**config.mk**
```make
export PLATFORM = sky130hd
export DESIGN_NAME = gmii_to_axis
export DESIGN_NICKNAME = d
export VERILOG_FILES = /design/src/source/gmii_pkg.sv /design/src/source/axi64_to_ll8.sv /design/src/source/gmii_rx.sv /design/src/source/gmii_to_axis.sv /design/src/source/gmii_tx.sv /design/src/source/ll8_to_axi64.sv /design/src/source/rx_frame_fifo.sv
export SDC_FILE = /design/constraint.sdc
export NUM_CORES = 2
export LEC_CHECK = 0
export BUFFER_PORTS_ARGS = -buffer_cell sky130_fd_sc_hd__buf_2
export CAP_MARGIN = 25
export CORE_MARGIN = 2
export CORE_UTILIZATION = 50
export DETAILED_ROUTE_END_ITERATION = 6
export GPL_TIMING_DRIVEN = 1
export PLACE_DENSITY = 0.66
export SETUP_SLACK_MARGIN = 0.05
export SLEW_MARGIN = 10
export SYNTH_ARGS = -nofsm -noshare
export SYNTH_HDL_FRONTEND = slang
export SYNTH_SLANG_ARGS = --single-unit
```
**constraint.sdc**
```tcl
create_clock -name clk125 -period 9.5 [get_ports clk125]
set_clock_uncertainty 0.15 [all_clocks]
set_input_delay 1.9 -clock clk125 [delete_from_list [all_inputs] [get_ports clk125]]
set_output_delay 1.9 -clock clk125 [all_outputs]
set_load 0.03 [all_outputs]
```
**src/source/gmii_pkg.sv**
```systemverilog
// Shared types for the GMII to AXI-Stream bridge
// Byte link and stream structs, frame constants, CRC-32 byte step
`default_nettype none

package gmii_pkg;

  typedef logic [7:0]  byte_t;
  typedef logic [63:0] word_t;   // Byte 0 in bits 7..0
  typedef logic [3:0]  tuser_t;  // [3] error, [2:0] bytes in last word, 0 means 8
  typedef logic [31:0] crc_t;

  typedef struct packed {
    byte_t data;
    logic  eof;
    logic  error;  // Valid with eof
  } ll8_t;

  typedef struct packed {
    word_t  tdata;
    tuser_t tuser;
    logic   tlast;
  } axis_t;

  localparam byte_t PREAMBLE_BYTE = 8'h55;
  localparam byte_t SFD_BYTE      = 8'hD5;

  localparam int MIN_PAYLOAD = 60;  // Frame length before the FCS
  localparam int IFG_CYCLES  = 12;

  localparam crc_t CRC_INIT    = 32'hFFFF_FFFF;
  localparam crc_t CRC_POLY    = 32'hEDB8_8320;  // Reflected IEEE 802.3
  localparam crc_t CRC_RESIDUE = 32'hDEBB_20E3;  // Register after a good FCS

  // One byte of the reflected CRC-32, LSB first, no final inversion
  function automatic crc_t crc32_step(crc_t crc, byte_t data);
    crc_t c;
    c = crc;
    for (int i = 0; i < 8; i++) begin
      if (c[0] ^ data[i]) begin
        c = (c >> 1) ^ CRC_POLY;
      end else begin
        c = c >> 1;
      end
    end
    return c;
  endfunction

endpackage

`default_nettype wire

```
**src/source/axi64_to_ll8.sv**
```systemverilog
// 64-bit stream to byte link unpacker
// The tlast word ends at the byte count given in tuser
`timescale 1ns/100ps
`default_nettype none

module axi64_to_ll8
  import gmii_pkg::*;
(
  input  wire        clk125,
  input  wire        arst_n,
  input  wire axis_t tx,
  input  wire        tx_tvalid,
  output logic       tx_tready,
  output ll8_t       link,
  output logic       link_src_rdy,
  input  wire        link_dst_rdy
);

  axis_t      held;
  logic       full;
  logic       armed;  // Low for the first cycle out of reset
  logic [2:0] index;
  logic [2:0] last_index;
  logic       last_byte;
  logic       take;
  logic       load;

  assign last_index   = held.tlast ? held.tuser[2:0] - 3'd1 : 3'd7;  // 0 means all 8
  assign last_byte    = (index == last_index);
  assign take         = full && link_dst_rdy;
  assign tx_tready    = armed && (!full || (take && last_byte));  // Refill as the last byte goes
  assign load         = tx_tvalid && tx_tready;
  assign link_src_rdy = full;

  always_comb begin
    link.data  = held.tdata[{index, 3'b000} +: 8];
    link.eof   = held.tlast && last_byte;
    link.error = held.tlast && last_byte && held.tuser[3];
  end

  always_ff @(posedge clk125) begin
    if (load) begin
      held <= tx;
    end
  end

  always_ff @(posedge clk125 or negedge arst_n) begin
    if (!arst_n) begin
      armed <= 1'b0;
      full  <= 1'b0;
      index <= '0;
    end else begin
      armed <= 1'b1;
      if (load) begin
        full  <= 1'b1;
        index <= '0;
      end else if (take && last_byte) begin
        full <= 1'b0;
      end else if (take) begin
        index <= index + 3'd1;
      end
    end
  end

endmodule

`default_nettype wire

```
**src/source/gmii_rx.sv**
```systemverilog
// Receive MAC: preamble and SFD detection, FCS check and strip
// Payload leaves on a byte link that cannot stall
`timescale 1ns/100ps
`default_nettype none

module gmii_rx
  import gmii_pkg::*;
(
  input  wire        clk125,
  input  wire        arst_n,
  input  wire        gmii_rx_dv,
  input  wire        gmii_rx_er,
  input  wire byte_t gmii_rxd,
  output ll8_t       link,
  output logic       link_valid
);

  typedef enum logic [1:0] {
    IDLE,
    PREAMBLE,
    DATA,
    DROP
  } rx_state_t;

  rx_state_t   state;
  byte_t [3:0] delay;      // Newest four bytes, may still be the FCS
  byte_t       hold;       // Oldest byte, known to be payload
  logic        hold_valid;
  logic [2:0]  fill;
  crc_t        crc;
  logic        err_seen;
  logic        sfd_seen;
  logic        shift;

  assign sfd_seen = gmii_rx_dv && (gmii_rxd == SFD_BYTE) &&
                    (state == IDLE || state == PREAMBLE);
  assign shift    = (state == DATA) && gmii_rx_dv;

  always_ff @(posedge clk125) begin
    if (shift) begin
      delay <= {delay[2:0], gmii_rxd};
      if (fill == 3'd4) begin
        hold <= delay[3];
      end
    end
  end

  always_ff @(posedge clk125 or negedge arst_n) begin
    if (!arst_n) begin
      state      <= IDLE;
      fill       <= '0;
      hold_valid <= 1'b0;
      crc        <= CRC_INIT;
      err_seen   <= 1'b0;
      link       <= '0;
      link_valid <= 1'b0;
    end else begin
      link_valid <= 1'b0;
      link.eof   <= 1'b0;
      link.error <= 1'b0;
      if (sfd_seen) begin
        state      <= DATA;
        fill       <= '0;
        hold_valid <= 1'b0;
        crc        <= CRC_INIT;
        err_seen   <= 1'b0;
      end else begin
        case (state)
          IDLE: begin
            if (gmii_rx_dv) begin
              state <= (gmii_rxd == PREAMBLE_BYTE) ? PREAMBLE : DROP;
            end
          end
          PREAMBLE: begin
            if (!gmii_rx_dv) begin
              state <= IDLE;
            end else if (gmii_rxd != PREAMBLE_BYTE) begin
              state <= DROP;
            end
          end
          DATA: begin
            if (gmii_rx_dv) begin
              crc      <= crc32_step(crc, gmii_rxd);
              err_seen <= err_seen | gmii_rx_er;
              if (fill != 3'd4) begin
                fill <= fill + 3'd1;
              end else begin
                hold_valid <= 1'b1;
              end
              if (hold_valid) begin
                link.data  <= hold;
                link_valid <= 1'b1;
              end
            end else begin
              // End of carrier, the delay line now holds the FCS
              state <= IDLE;
              if (hold_valid) begin
                link.data  <= hold;
                link.eof   <= 1'b1;
                link.error <= err_seen | (crc != CRC_RESIDUE);
                link_valid <= 1'b1;
              end
            end
          end
          default: begin
            if (!gmii_rx_dv) begin
              state <= IDLE;
            end
          end
        endcase
      end
    end
  end

  // A frame leaves on the link without gaps up to its eof
  a_no_gap_before_eof: assert property (@(posedge clk125) disable iff (!arst_n)
    link_valid && !link.eof |=> link_valid);

endmodule

`default_nettype wire

```
**src/source/gmii_to_axis.sv**
```systemverilog
// GMII to 64-bit AXI-Stream bridge top level
// Receive chain MAC, packer, frame FIFO; transmit chain unpacker, MAC
`timescale 1ns/100ps
`default_nettype none

module gmii_to_axis
  import gmii_pkg::*;
#(
  parameter int RX_FIFO_WORDS = 32
)(
  input  wire         clk125,
  input  wire         arst_n,

  // GMII
  output logic        gmii_gtx_clk,
  output logic        gmii_tx_en,
  output logic        gmii_tx_er,
  output byte_t       gmii_txd,
  input  wire         gmii_rx_dv,
  input  wire         gmii_rx_er,
  input  wire byte_t  gmii_rxd,

  // Client streams
  output word_t       rx_tdata,
  output tuser_t      rx_tuser,
  output logic        rx_tlast,
  output logic        rx_tvalid,
  input  wire         rx_tready,
  input  wire word_t  tx_tdata,
  input  wire tuser_t tx_tuser,
  input  wire         tx_tlast,
  input  wire         tx_tvalid,
  output logic        tx_tready
);

  ll8_t  rx_link;
  logic  rx_link_valid;
  axis_t rx_word;
  logic  rx_word_valid;
  axis_t rx_out;
  axis_t tx_in;
  ll8_t  tx_link;
  logic  tx_link_src_rdy;
  logic  tx_link_dst_rdy;

  assign gmii_gtx_clk = clk125;  // Transmit runs on the same 125 MHz clock

  assign tx_in    = '{tdata: tx_tdata, tuser: tx_tuser, tlast: tx_tlast};
  assign rx_tdata = rx_out.tdata;
  assign rx_tuser = rx_out.tuser;
  assign rx_tlast = rx_out.tlast;

  gmii_rx u_gmii_rx (
    .clk125     (clk125),
    .arst_n     (arst_n),
    .gmii_rx_dv (gmii_rx_dv),
    .gmii_rx_er (gmii_rx_er),
    .gmii_rxd   (gmii_rxd),
    .link       (rx_link),
    .link_valid (rx_link_valid)
  );

  ll8_to_axi64 u_ll8_to_axi64 (
    .clk125     (clk125),
    .arst_n     (arst_n),
    .link       (rx_link),
    .link_valid (rx_link_valid),
    .word       (rx_word),
    .word_valid (rx_word_valid)
  );

  rx_frame_fifo #(
    .RX_FIFO_WORDS (RX_FIFO_WORDS)
  ) u_rx_frame_fifo (
    .clk125     (clk125),
    .arst_n     (arst_n),
    .word       (rx_word),
    .word_valid (rx_word_valid),
    .rx         (rx_out),
    .rx_tvalid  (rx_tvalid),
    .rx_tready  (rx_tready)
  );

  axi64_to_ll8 u_axi64_to_ll8 (
    .clk125       (clk125),
    .arst_n       (arst_n),
    .tx           (tx_in),
    .tx_tvalid    (tx_tvalid),
    .tx_tready    (tx_tready),
    .link         (tx_link),
    .link_src_rdy (tx_link_src_rdy),
    .link_dst_rdy (tx_link_dst_rdy)
  );

  gmii_tx u_gmii_tx (
    .clk125       (clk125),
    .arst_n       (arst_n),
    .link         (tx_link),
    .link_src_rdy (tx_link_src_rdy),
    .link_dst_rdy (tx_link_dst_rdy),
    .gmii_tx_en   (gmii_tx_en),
    .gmii_tx_er   (gmii_tx_er),
    .gmii_txd     (gmii_txd)
  );

endmodule

`default_nettype wire

```
**src/source/gmii_tx.sv**
```systemverilog
// Transmit MAC: preamble, payload, zero padding, FCS
// Interframe gap is held after every frame
`timescale 1ns/100ps
`default_nettype none

module gmii_tx
  import gmii_pkg::*;
(
  input  wire       clk125,
  input  wire       arst_n,
  input  wire ll8_t link,
  input  wire       link_src_rdy,
  output logic      link_dst_rdy,
  output logic      gmii_tx_en,
  output logic      gmii_tx_er,
  output byte_t     gmii_txd
);

  typedef enum logic [2:0] {
    IDLE,
    PREAMBLE,
    DATA,
    PAD,
    FCS,
    GAP
  } tx_state_t;

  tx_state_t  state;
  logic [3:0] count;   // Preamble, FCS and gap position
  logic [5:0] length;  // Payload bytes sent, saturates at the minimum
  crc_t       crc;
  crc_t       fcs;

  assign link_dst_rdy = (state == DATA);
  assign fcs          = ~crc;

  always_ff @(posedge clk125 or negedge arst_n) begin
    if (!arst_n) begin
      state      <= IDLE;
      count      <= '0;
      length     <= '0;
      crc        <= CRC_INIT;
      gmii_tx_en <= 1'b0;
      gmii_tx_er <= 1'b0;
      gmii_txd   <= '0;
    end else begin
      gmii_tx_er <= 1'b0;
      case (state)
        IDLE: begin
          gmii_tx_en <= 1'b0;
          if (link_src_rdy) begin
            gmii_tx_en <= 1'b1;
            gmii_txd   <= PREAMBLE_BYTE;
            count      <= 4'd1;
            state      <= PREAMBLE;
          end
        end
        PREAMBLE: begin
          count <= count + 4'd1;
          if (count == 4'd7) begin
            gmii_txd <= SFD_BYTE;
            crc      <= CRC_INIT;
            length   <= '0;
            state    <= DATA;
          end else begin
            gmii_txd <= PREAMBLE_BYTE;
          end
        end
        DATA: begin
          if (link_src_rdy) begin
            gmii_txd <= link.data;
            crc      <= crc32_step(crc, link.data);
            if (length != 6'(MIN_PAYLOAD)) begin
              length <= length + 6'd1;
            end
            if (link.eof) begin
              gmii_tx_er <= link.error;
              count      <= '0;
              state      <= (length < 6'(MIN_PAYLOAD - 1)) ? PAD : FCS;
            end
          end else begin
            gmii_txd   <= '0;
            gmii_tx_er <= 1'b1;  // Underrun, frame is corrupted
          end
        end
        PAD: begin
          gmii_txd <= '0;
          crc      <= crc32_step(crc, 8'h00);
          length   <= length + 6'd1;
          if (length == 6'(MIN_PAYLOAD - 1)) begin
            state <= FCS;
          end
        end
        FCS: begin
          gmii_txd <= fcs[{count[1:0], 3'b000} +: 8];  // LSB first
          count    <= count + 4'd1;
          if (count == 4'd3) begin
            count <= '0;
            state <= GAP;
          end
        end
        default: begin
          gmii_tx_en <= 1'b0;
          count      <= count + 4'd1;
          if (count == 4'(IFG_CYCLES - 1)) begin
            state <= IDLE;
          end
        end
      endcase
    end
  end

  a_ifg: assert property (@(posedge clk125) disable iff (!arst_n)
    $fell(gmii_tx_en) |-> (!gmii_tx_en) [*IFG_CYCLES]);

endmodule

`default_nettype wire

```
**src/source/ll8_to_axi64.sv**
```systemverilog
// Byte link to 64-bit stream packer
// Occupancy and frame error go out in tuser on the last word
`timescale 1ns/100ps
`default_nettype none

module ll8_to_axi64
  import gmii_pkg::*;
(
  input  wire       clk125,
  input  wire       arst_n,
  input  wire ll8_t link,
  input  wire       link_valid,
  output axis_t     word,
  output logic      word_valid
);

  word_t      lanes;
  word_t      lanes_next;
  logic [2:0] count;  // Next lane to fill
  logic       emit;

  assign emit = link_valid && (link.eof || count == 3'd7);

  always_comb begin
    lanes_next = lanes;
    lanes_next[{count, 3'b000} +: 8] = link.data;
  end

  always_ff @(posedge clk125) begin
    if (link_valid) begin
      lanes <= emit ? '0 : lanes_next;  // Unused lanes of a short word stay zero
    end
  end

  always_ff @(posedge clk125 or negedge arst_n) begin
    if (!arst_n) begin
      count      <= '0;
      word       <= '0;
      word_valid <= 1'b0;
    end else begin
      word_valid <= emit;
      if (link_valid) begin
        count <= emit ? 3'd0 : count + 3'd1;
      end
      if (emit) begin
        word.tdata <= lanes_next;
        word.tuser <= {link.eof & link.error, count + 3'd1};  // Eight wraps to 0
        word.tlast <= link.eof;
      end
    end
  end

endmodule

`default_nettype wire

```
**src/source/rx_frame_fifo.sv**
```systemverilog
// Receive word FIFO with whole-frame commit
// A frame that overflows is dropped, committed frames are kept
`timescale 1ns/100ps
`default_nettype none

module rx_frame_fifo
  import gmii_pkg::*;
#(
  parameter int RX_FIFO_WORDS = 32
)(
  input  wire        clk125,
  input  wire        arst_n,
  input  wire axis_t word,
  input  wire        word_valid,
  output axis_t      rx,
  output logic       rx_tvalid,
  input  wire        rx_tready
);

  localparam int AW = $clog2(RX_FIFO_WORDS);

  typedef logic [AW:0] ptr_t;  // One extra bit tells full from empty

  localparam ptr_t DEPTH = ptr_t'(RX_FIFO_WORDS);

  axis_t mem [RX_FIFO_WORDS];
  ptr_t  wr_ptr;
  ptr_t  commit_ptr;
  ptr_t  rd_ptr;
  ptr_t  used;
  logic  full;
  logic  dropping;  // Rest of an overflowed frame is discarded
  logic  write;

  assign used  = wr_ptr - rd_ptr;
  assign full  = (used == DEPTH);
  assign write = word_valid && !dropping && !full;

  always_ff @(posedge clk125) begin
    if (write) begin
      mem[wr_ptr[AW-1:0]] <= word;
    end
  end

  always_ff @(posedge clk125 or negedge arst_n) begin
    if (!arst_n) begin
      wr_ptr     <= '0;
      commit_ptr <= '0;
      rd_ptr     <= '0;
      dropping   <= 1'b0;
    end else begin
      if (rx_tvalid && rx_tready) begin
        rd_ptr <= rd_ptr + ptr_t'(1);
      end
      if (write) begin
        wr_ptr <= wr_ptr + ptr_t'(1);
        if (word.tlast) begin
          commit_ptr <= wr_ptr + ptr_t'(1);
        end
      end else if (word_valid && dropping) begin
        if (word.tlast) begin
          dropping <= 1'b0;
        end
      end else if (word_valid) begin
        // No room left, rewind over the partial frame
        wr_ptr   <= commit_ptr;
        dropping <= !word.tlast;
      end
    end
  end

  // Only committed frames are visible to the client
  assign rx        = mem[rd_ptr[AW-1:0]];
  assign rx_tvalid = (rd_ptr != commit_ptr);

  a_read_behind_commit: assert property (@(posedge clk125) disable iff (!arst_n)
    ptr_t'(commit_ptr - rd_ptr) <= DEPTH);

endmodule

`default_nettype wire
```
=== Yosys cells after proc, flatten, opt, wreduce, memory -nomap -nowiden ===
Memory sizes are Yosys's and may differ from the RTL's.
Cells that the tools add are included.

* Reductions and logical operators: 49
* Multiplexer cells: 142
* Equal/unequal tests: 35
* Magnitude comparators: 1
* Add/sub/neg operators: 10
* Bitwise operators: 46
* Shift-type cells: 4

{| class="wikitable"
|+ Operators with widths
! kind !! count
|-
| 32-bit 2-to-1 mux || 71
|-
| 13-bit NOT with 14-bit output || 23
|-
| 32-bit case mux with 3 select lines || 1
|-
| 64-bit bitwise mux || 1
|-
| 8-bit by 8-bit variable shift with 64-bit output, first input constant || 1
|-
| 64-bit by 7-bit variable part select with 8-bit output || 1
|-
| 8-bit by 8-bit variable part select with 64-bit output || 1
|-
| 3-bit 2-to-1 mux || 17
|-
| 8-bit 2-to-1 mux || 5
|-
| 8-bit case mux with 5 select lines || 1
|-
| 6-bit 2-to-1 mux || 6
|-
| 32-bit != test, second input constant || 1
|-
| 32-bit NOT || 1
|-
| 32-bit by 6-bit variable part select with 8-bit output || 1
|-
| 1-bit 2-to-1 mux || 21
|-
| 6-bit by 1-bit adder with 6-bit output, second input constant || 3
|-
| 2-bit 2-to-1 mux || 9
|-
| 6-bit case mux with 3 select lines || 1
|-
| 3-bit AND reduction || 6
|-
| 4-bit 2-to-1 mux || 4
|-
| 4-bit case mux with 4 select lines || 1
|-
| 1-bit XOR || 16
|-
| 3-bit case mux with 5 select lines || 1
|-
| 1-bit logical AND || 14
|-
| other kinds (45) || 80
|}

* Flip-flop bits (word level): 375
* Output and inout port bits: 82
* Logic and storage cells: 325
* Input port bits: 83
* Memories: 1
* Memory bits (writable): 2208

{| class="wikitable"
|+ Memory list
! name !! words !! bits a word !! rd ports !! clocked after memory_dff !! wr ports !! RTL line !! RTL
|-
| u_rx_frame_fifo.mem || 32 || 69 || 1 || 0 || 1 || rx_frame_fifo.sv:26 || <nowiki>axis_t mem [RX_FIFO_WORDS];</nowiki>
|}

=== Depth between registers and ports, before layout ===
* Depth in word-level cells: 40
* Gate-level depth with buffers: 15

=== Cells and area by module ===
From an unflattened synthesis, not the netlist that was laid out.

* Cells, all modules: 5217
* Area total of the unflattened synthesis: 103349.1 um^2

{| class="wikitable"
|+ Modules (own cells, without submodules)
! module !! area each (um^2) !! times used !! sequential area each (um^2) !! cells each
|-
| rx_frame_fifo || 85630.9 || 1 || 66779.0 || 3811
|-
| ll8_to_axi64 || 5964.5 || 1 || 3748.6 || 554
|-
| gmii_tx || 4519.3 || 1 || 1416.4 || 459
|-
| gmii_rx || 4205.3 || 1 || 2492.4 || 250
|-
| axi64_to_ll8 || 3021.6 || 1 || 2197.1 || 142
|-
| gmii_to_axis || 7.5 || 1 || 0.0 || 1
|}

==> flow_metrics.py <==
metrics = {
    "routing": {
        "drtPass1Iterations": 5,
        "first_iter_violations": 6323,
        "wire_per_inst_um": 30.98,
        "wirelength_um": 248000,
        "drc_errors": 0,
        "ant_nets": 0,
        "viasPerCell": 6.210,
        "vias": 49700,
    },
    "layout": {
        "finish.utilization": 0.5697,
        "nNetsFinal": 5247,
        "fillers": 14660,
        "diodes": 0,
        "areaGrowthSynthToFinish_pct": 13.36,
        "finalInstanceArea_um2": 115000,
        "drive_gt1_frac": 0.2832,
    },
    "clock_network": {
        "postCtsSetupRepairBufs": 0,
        "cts_tree": "yes",
        "clk_pin_slew_ns": 0.05,
        "cts_resized": 0,
        "postCtsHoldBufs": 0,
        "insertion_delay_ns": 1.01,
    },
    "setup_path": {
        "cpLargestDelayFamily": "buffers and inverters",
        "r2r-start": "u_rx_frame_fifo.rd_ptr[4]",
        "critPathMaxStageDelay_ns": 0.16,
        "slowest_stage": "buf_2",
        "critPathLaunchType": "clock port",
        "r2r_cells": 10,
        "cp.required_ns": 7.45,
        "crit_type": "clk2out",
        "crit_path_start": "clk125",
        "path_cells": "clkbuf_16 -> clkbuf_16 -> buf_2",
        "path_common_cell": "clkbuf_16",
        "cp.arrival_ns": 5.16,
        "reg2reg_slack_ns": 3.85,
        "r2r-end": "u_rx_frame_fifo.mem[1][19]",
        "endpoint_kind": "output pin",
        "path_buf_inv": 3,
        "path_max_fanout": 2,
    },
    "yosys": {
        "ys_ff_latch": 2583,
        "synth_top_area_frac": 0.7046,
        "ys.flop_type": "edfxtp_1",
        "postSynthCellCount": 4837,
        "synth_cell_types": 75,
        "synth_common_cells": "edfxtp_1 (2381), mux4_2 (701), nand2_1 (347)",
        "async_flop_share": 0.07820,
        "avgSynthCellArea_um2": 20.98,
        "synth_most_common_cell": "edfxtp_1",
        "yosysTopAreaCell": "edfxtp_1",
        "synth_nets": 4941,
        "netlist_area_um2": 101500,
        "synth_area_leaders": "edfxtp_1 (70%), mux4_2 (16%), dfrtp_1 (3.4%)",
        "yosysSeqAreaShare": 0.7552,
        "synth_edf_count": 2381,
        "ys_warn_count": 0,
    },
    "run": {
        "cap_violations": 0,
    },
    "sta": {
        "max_slew_margin": 0.1859,
        "setup_viol": 0,
        "drv_slew": 0,
        "hold_viol_final": 0,
        "rsz0062_at_grt": "false",
        "finalSetupTns_ns": 0,
        "tightest_slew_ns": 1.221,
    },
    "floorplan": {
        "die_x_um": 454.5,
        "die-area_um2": 206600,
        "start_util": 0.5026,
        "core_um2": 201900,
        "rows": 165,
        "io_pins": 165,
        "fp.dieH_um": 454.5,
    },
    "min_path": {
        "hold_path_class": "reg2reg",
        "hold_end": "u_gmii_rx.delay[11]",
        "min-delay-start": "u_gmii_rx.delay[3]",
        "worstHoldPathCells": 0,
    },
    "placed_design": {
        "dp_hpwl_um": 124100,
        "port_buffers": 164,
        "gp_congestion": 0.7909,
        "place_area_um2": 105900,
    },
    "pwr": {
        "p_leak_uw": 0.03924,
        "power_density_nw_per_um2": 321.5,
        "ir_worst_vdd_v": 0.0002974,
    },
    "global_route": {
        "grt_pass1_vias": 50660,
        "grt_pass1_wl_um": 357100,
        "overflow": 0,
        "antenna_found_initial": 3,
        "grt_max_degree": 161,
        "grt_use_total": 0.2418,
    },
    "outcome": {
        "status": "finished, final reports clean",
    },
}
[routing by layer]
metal / vias up / wire length [µm] / global-route usage
li1: 20300 / - / -
met1: 26790 / 100400 / 0.3433
met2: 2179 / 122300 / 0.3915
met3: 432 / 19110 / 0.04027
met4: 2 / 6188 / 0.06716
met5: - / 17 / 0
[per-stage QoR]
stage          power [µW]  hold WS, ns  setup WS, ns  std cells
2_1_floorplan       23360       0.2503         2.555       4837
3_3_place_gp        26530       0.2507         2.546       7513
3_5_place_dp        26700       0.2545         2.546       7520
4_1_cts             37220       0.2683         2.286       7991
5_1_grt             38510       0.2728         2.283       8003
6_report            36980       0.2669         2.290       8003
[flip-flops by register name, summed over array words and instances (netlist names), 8 cells and up]
register and flops:
u_gmii_tx.crc 32, u_gmii_rx.delay 32, u_gmii_rx.crc 32, u_ll8_to_axi64.word 69, u_axi64_to_ll8.held 69, u_gmii_tx.gmii_txd 8
u_gmii_rx.link 10, u_rx_frame_fifo.mem 2208, u_gmii_rx.hold 8, u_ll8_to_axi64.lanes 64
[worst max path at each step]
stage                               to  slack, ns  cells past startpoint
after floorplan           gmii_gtx_clk       2.56                      1
after global placement    gmii_gtx_clk       2.55                      1
after detailed placement  gmii_gtx_clk       2.55                      1
after CTS                 gmii_gtx_clk       2.29                      3
after global routing      gmii_gtx_clk       2.28                      3
final                     gmii_gtx_clk       2.29                      3
[cell type report]
| cell class | count | area (µm²) | area share |
|---|---|---|---|
| clock buffer | 367 | 7654 | 0.06654 |
| clock inverter | 105 | 1171 | 0.01018 |
| inverter | 28 | 117.6 | 0.001022 |
| multi-input combinational | 1968 | 23920 | 0.2080 |
| sequential | 2583 | 76650 | 0.6664 |
| tap | 2672 | 3343 | 0.02906 |
| timing repair buffer | 280 | 2165 | 0.01882 |
[kinds of logic (layout without fill, tap and decap cells)]
logic type,after synthesis,in the layout,synth area share
compound gates,264,264,0.01551
xor+xnor,232,232,0.02226
flops,2583,2583,0.7552
simple gates,644,644,0.02674
other cells,1,1,0.00003696
buf+inv,286,780,0.01143
mux,806,806,0.1662
fa+ha+maj,21,21,0.002589
[placed cells by master, fill, tap and decap left out, types with 20 or more instances in the layout]
cell type,netlist,layout
ha_1,21,21
clkinv_1,1,31
xor2_1,63,63
nor2_1,176,152
mux4_2,701,701
buf_2,5,163
a21oi_1,77,77
nor2_4,0,24
clkbuf_16,0,290
dfstp_2,64,64
nand3_1,28,28
o21ai_0,94,94
clkbuf_1,179,62
mux2i_1,83,83
nand2_1,347,347
clkinv_2,0,32
edfxtp_1,2381,2381
buf_4,2,85
bufinv_16,0,24
dfrtp_1,138,132
mux2_2,20,20
inv_1,26,23
xnor2_1,150,150
[power by group]
group	leakage (µW)	switching (µW)	total [µW]	internal, µW
clock	0.00431	4270	10600	6310
combinational	0.00953	6030	11200	5120
sequential	0.0254	1320	15300	13900
total	0.0392	11600	37000	25400
(Power assumes the default switching activity.)
